## src/include/core_config.svh

```systemverilog
/*
 * Core configuration macros for the store path.
 * Thread count, cache line size and the default L2 answer latency.
 */

`ifndef CORE_CONFIG_SVH
`define CORE_CONFIG_SVH

// Hardware threads per core
`define THREADS_PER_CORE 4

// Bytes in one cache line
`define CACHE_LINE_BYTES 16

// Cycles from L2 accept to L2 answer
`define L2_DEFAULT_LATENCY 4

`endif
```

## src/hw/store_pkg.sv

```systemverilog
/*
 * Shared types for the store path.
 * Address, line, thread and mask types, core and L2 request and response
 * structs, the L2 opcode enum and the line memory size.
 */

`include "core_config.svh"

package store_pkg;
	localparam LINE_BYTES = `CACHE_LINE_BYTES;
	localparam LINE_BITS = LINE_BYTES * 8;
	localparam OFFSET_BITS = $clog2(LINE_BYTES);
	localparam SET_BITS = 6;
	localparam THREAD_IDX_BITS = $clog2(`THREADS_PER_CORE);

	// Lines held by the simplified L2 line memory
	localparam MEM_LINES = 16;

	typedef logic [31:0] scalar_t;
	typedef logic [THREAD_IDX_BITS - 1:0] thread_idx_t;
	typedef logic [LINE_BITS - 1:0] cache_line_t;
	typedef logic [LINE_BYTES - 1:0] line_mask_t;

	// A byte address; a line address has the offset cleared
	typedef struct packed {
		logic [$bits(scalar_t) - SET_BITS - OFFSET_BITS - 1:0] tag;
		logic [SET_BITS - 1:0] set_idx;
		logic [OFFSET_BITS - 1:0] offset;
	} l1d_addr_t;

	// One outstanding L2 transaction per thread, so the tag is the thread
	typedef thread_idx_t l1_miss_entry_idx_t;

	typedef enum logic {
		l2_store,
		l2_store_sync
	} l2_op_t;

	typedef struct packed {
		logic en;
		l1d_addr_t addr;
		line_mask_t mask;
		cache_line_t data;
		logic synchronized;
		thread_idx_t thread;
	} store_request_t;

	typedef struct packed {
		l2_op_t op;
		l1d_addr_t addr;
		l1_miss_entry_idx_t idx;
		line_mask_t mask;
		cache_line_t data;
	} l2_request_t;

	typedef struct packed {
		logic valid;
		l1_miss_entry_idx_t idx;
		logic sync_success;
	} l2_response_t;
endpackage

```

## src/hw/l2_store_port.sv

```systemverilog
/*
 * Simplified L2 store port.
 * Fixed-latency answer pipeline, per-thread load-linked reservations,
 * a small line memory and its registered read port.
 */

`timescale 1ns/100ps

module l2_store_port #(
	parameter NUM_THREADS = 4,
	parameter L2_LATENCY = 4
) (
	input clk,
	input reset,

	// From the store queue
	input store_pkg::l2_request_t request,
	input request_valid,
	output logic ack,
	output store_pkg::l2_response_t response,

	// Load-linked reservations
	input reserve_en,
	input store_pkg::thread_idx_t reserve_thread,
	input store_pkg::l1d_addr_t reserve_addr,

	// Line memory read port
	input [$clog2(store_pkg::MEM_LINES) - 1:0] mem_read_addr,
	output store_pkg::cache_line_t mem_read_data
);
	import store_pkg::*;

	localparam MEM_IDX_BITS = $clog2(MEM_LINES);

	logic [L2_LATENCY - 1:0] pipe_valid;
	l2_request_t pipe_req [L2_LATENCY];
	logic [NUM_THREADS - 1:0] res_valid;
	l1d_addr_t res_addr [NUM_THREADS];
	cache_line_t mem [MEM_LINES];
	l2_request_t done_req;
	logic done_valid;
	logic is_sync;
	logic reserved;
	logic commit;
	logic [MEM_IDX_BITS - 1:0] done_line;
	l1d_addr_t reserve_line;

	// Never back-pressured, so every offered store is taken at once
	assign ack = request_valid;

	assign reserve_line = '{tag: reserve_addr.tag, set_idx: reserve_addr.set_idx, offset: '0};

	// The last pipeline stage is the answer cycle
	assign done_valid = pipe_valid[L2_LATENCY - 1];
	assign done_req = pipe_req[L2_LATENCY - 1];
	assign is_sync = done_req.op == l2_store_sync;
	assign reserved = res_valid[done_req.idx] && res_addr[done_req.idx] == done_req.addr;
	assign commit = done_valid && (!is_sync || reserved);
	assign done_line = MEM_IDX_BITS'(done_req.addr.set_idx % MEM_LINES);

	assign response.valid = done_valid;
	assign response.idx = done_req.idx;
	assign response.sync_success = done_valid && is_sync && reserved;

	always_ff @(posedge clk, posedge reset)
	begin
		if (reset)
			pipe_valid <= '0;
		else
		begin
			pipe_valid[0] <= request_valid && ack;
			for (int i = 1; i < L2_LATENCY; i++)
				pipe_valid[i] <= pipe_valid[i - 1];
		end
	end

	always_ff @(posedge clk)
	begin
		pipe_req[0] <= request;
		for (int i = 1; i < L2_LATENCY; i++)
			pipe_req[i] <= pipe_req[i - 1];
	end

	// A committed write breaks every reservation on its line
	always_ff @(posedge clk, posedge reset)
	begin
		if (reset)
			res_valid <= '0;
		else
		begin
			for (int t = 0; t < NUM_THREADS; t++)
			begin
				if (commit && res_addr[t] == done_req.addr)
					res_valid[t] <= 1'b0;
			end
			if (reserve_en)
				res_valid[reserve_thread] <= 1'b1;
		end
	end

	always_ff @(posedge clk)
	begin
		if (reserve_en)
			res_addr[reserve_thread] <= reserve_line;
	end

	always_ff @(posedge clk, posedge reset)
	begin
		if (reset)
		begin
			for (int i = 0; i < MEM_LINES; i++)
				mem[i] <= '0;
		end
		else if (commit)
		begin
			for (int b = 0; b < $bits(line_mask_t); b++)
			begin
				if (done_req.mask[b])
					mem[done_line][b * 8 +: 8] <= done_req.data[b * 8 +: 8];
			end
		end
	end

	always_ff @(posedge clk)
		mem_read_data <= mem[mem_read_addr];
endmodule

```

## config.mk

```make
export PLATFORM = sky130hd
export DESIGN_NAME = l2_store_port
export DESIGN_NICKNAME = d
export VERILOG_FILES = /design/src/hw/store_pkg.sv /design/src/hw/l2_store_port.sv
export VERILOG_INCLUDE_DIRS = /design/src /design/src/include
export SDC_FILE = /design/constraint.sdc
export NUM_CORES = 2
export LEC_CHECK = 0
export BUFFER_PORTS_ARGS = -buffer_cell sky130_fd_sc_hd__buf_2
export CORE_MARGIN = 5
export CORE_UTILIZATION = 55
export CTS_BUF_LIST = sky130_fd_sc_hd__clkbuf_4 sky130_fd_sc_hd__clkbuf_8 sky130_fd_sc_hd__clkbuf_16
export DETAILED_ROUTE_END_ITERATION = 8
export GPL_ROUTABILITY_DRIVEN = 0
export PLACE_DENSITY = 0.7
export SYNTH_ARGS = -nofsm -noshare
export SYNTH_HDL_FRONTEND = slang
export SYNTH_SLANG_ARGS = --single-unit
```

## constraint.sdc

```tcl
create_clock -name clk -period 82.8 [get_ports clk]
set_clock_uncertainty 0.2 [all_clocks]
set_input_delay 0 -clock clk [delete_from_list [all_inputs] [get_ports clk]]
set_output_delay 0 -clock clk [all_outputs]
set_load 0.05 [all_outputs]
```

==> results.json <==
{
  "status": "complete, no violations",
  "grt_pass1_wl_um": 461000,
  "rows": 171,
  "synth_nets": 7351,
  "layout_common_cells": "2056 x dfrtp_1, 1974 x mux2_2, 842 x dfxtp_1",
  "dp_hpwl_um": 176000,
  "ant_nets": 0,
  "cpLargestDelayFamily": "buffers and inverters",
  "rsz0062_at_grt": "no",
  "async_reset_ff_share_pct": 68.3,
  "cts_buffer_depth": 4,
  "drive_above_1_share_pct": 47.6,
  "fp.dieW_um": 476,
  "die_y_um": 476,
  "nNetsFinal": 8165,
  "synth_cell_types": 45,
  "route.detailed.drc": 0,
  "synth_ff_type": "dfrtp_1",
  "crit_fanout": 97,
  "routed_wl_um": 301000,
  "cts_tree": "done",
  "antenna_found_initial": 14,
  "hp-class": "in2reg",
  "start_util_pct": 55.2,
  "max_freq_mhz": 161,
  "fillers": 15000,
  "max_stage_delay_ns": 0.79,
  "tightest_slew_ns": 1.38,
  "layout_commonest_cell": "dfrtp_1",
  "cts_root_buffer": "clkbuf_16",
  "ys.warnings.count": 0,
  "crit_path_start": "pipe_req[3][144]",
  "syn_inst": 7130,
  "clk_pin_slew_ns": 0.07,
  "cts_made_buffers": 324,
  "cts_resized": 0,
  "hold_viol": 0,
  "cp-start-kind": "flop",
  "clock_sinks": 3012,
  "post-route-period-util_pct": 7.48,
  "worst_setup_path_end_kind": "flop",
  "io_buffers": 349,
  "firstDrtPassIters": 5,
  "synth_seq_cells": 3012,
  "vdd_drop_max_uv": 22.3,
  "arrival_ns": 6.77,
  "leakagePower_nw": 60.9,
  "timing.rr.start": "pipe_req[3][144]",
  "netlist_area_um2": 120000,
  "cts_htree_levels": 5,
  "ys_seq_area_share_pct": 60.0,
  "num_vias": 66900,
  "cts_setup_buffers": 0,
  "max_cap_violations": 0,
  "clk_latency_ns": 0.95,
  "cp_cell_sequence": "buf_4 > mux4_2 > xnor2_1 > nand2_1 > or4_1 > or4_4 > buf_4 > buf_12 > buf_4 > o22ai_2 > mux2_2",
  "setup_violations": 0,
  "dieArea_um2": 227000,
  "drtIter0Drc": 4876,
  "grt_overflow_total": 0,
  "critPathSlowestCell": "or4_4",
  "fin_setup_tns_ns": 0,
  "crit_type": "reg2reg",
  "synth.avg_cell_area_um2": 16.8,
  "io_pins": 354,
  "holdWs_ns": 0.0472,
  "crit_required_ns": 83.38,
  "grt_max_degree": 222,
  "synth_edf_count": 112,
  "slew_headroom_pct": 7.67,
  "grtUsageTotal_pct": 26.6,
  "viasPerCell": 6.05,
  "crit_buf_inv": 4,
  "wl_per_cell_um": 27.2,
  "core_um2": 217000,
  "area_growth_pct": 17.3,
  "power_density_nw_per_um2": 25.2,
  "slew_violations": 0,
  "crit_top_cell": "buf_4",
  "grt_pass1_vias": 72000,
  "min_from": "request[8]",
  "period_minus_slack_ns": 6.19
}
## power breakdown
part | switching (W) | leakage [nW] | internal, W
Clock | 0.000578 | 5.48 | 0.000865
Sequential | 0.0000892 | 35.5 | 0.00163
Combinational | 0.000171 | 19.9 | 0.000204
## per-stage QoR
stage / setup WS (ns) / utilization, % / instance area (um^2) / std cells / power, W
floorplan: 24.52 / - / 120000 / 7130 / 0.00200
global placement: 76.81 / 57.1 / 124000 / 9909 / 0.00208
detailed placement: 76.70 / 57.1 / 124000 / 9909 / 0.00210
CTS: 76.63 / 64.7 / 140000 / 11000 / 0.00356
global route: 76.45 / 64.7 / 140000 / 11100 / 0.00367
finish: 76.61 / 64.7 / 140000 / 11100 / 0.00354
## path summary, 6_finish.rpt
check,to,slack [ns],depth (start not counted)
min,pipe_req[0][8],0.05,3
min reg2reg,pipe_req[2][141],0.11,0
max,mem[1501],76.61,11
max in group asynchronous,mem[1891],77.59,9
min in group asynchronous,mem[159],0.18,4
max reg2reg,mem[1501],76.61,11
## cells by family (layout without fill, tap and decap cells)
group	Yosys count	after routing	synth area share (%)
simple gates	431	431	2.03
buf+inv	522	1586	1.77
mux	2723	2723	31.7
flops	3012	3012	60.0
xor+xnor	141	141	1.03
compound gates	301	301	3.47
other cells	0	7	0
## state kept, by name (all words and copies together) (netlist names)
signal	cells
pipe_req	716
mem_read_data	128
pipe_valid	4
mem	2048
res_valid	4
res_addr	112
## cells in the mapped netlist (all sizes together), types with 33 or more instances
cell,instances,area [um^2]
nand2,80,300
nand4,241,1510
dfxtp,844,16900
o22ai,220,3420
mux4,646,14500
clkbuf,322,1210
mux2,2049,23100
xnor2,106,928
dfrtp,2056,51400
xor2,35,307
edfxtp,112,3360
o32a,33,330
buf,194,887
## final cells by class
class                           instances  area (um^2)  area share [%]
Antenna cell                            7         17.5          0.0125
Timing Repair Buffer                 1004         8200            5.85
Sequential cell                      3012        71700            51.1
Clock buffer                          484        10000            7.17
Tap cell                             2854         3570            2.55
Inverter                                6         30.0          0.0214
Multi-Input combinational cell       3596        45900            32.7
Clock inverter                         92          756           0.539
## tightest hold or removal path: cells and delay by family
kind | cells | cell delay, ns
buf+inv | 3 | 1.14
## metal layers
layer | part of all wire (%) | track usage [%] | up-vias
met3 | 5.9 | 5.03 | 669
met4 | 3.9 | 9.49 | 2
met5 | 0.018 | 0.189 | -
li1 | - | - | 28500
met1 | 42 | 36.6 | 35800
met2 | 48 | 42.7 | 1955
## repair_timing
item,in CTS,in global routing
endpoints found under the hold margin,883,0
hold buffers,563,0
setup endpoints to repair,0,0
Note: power is estimated with default switching activity, not from simulation.
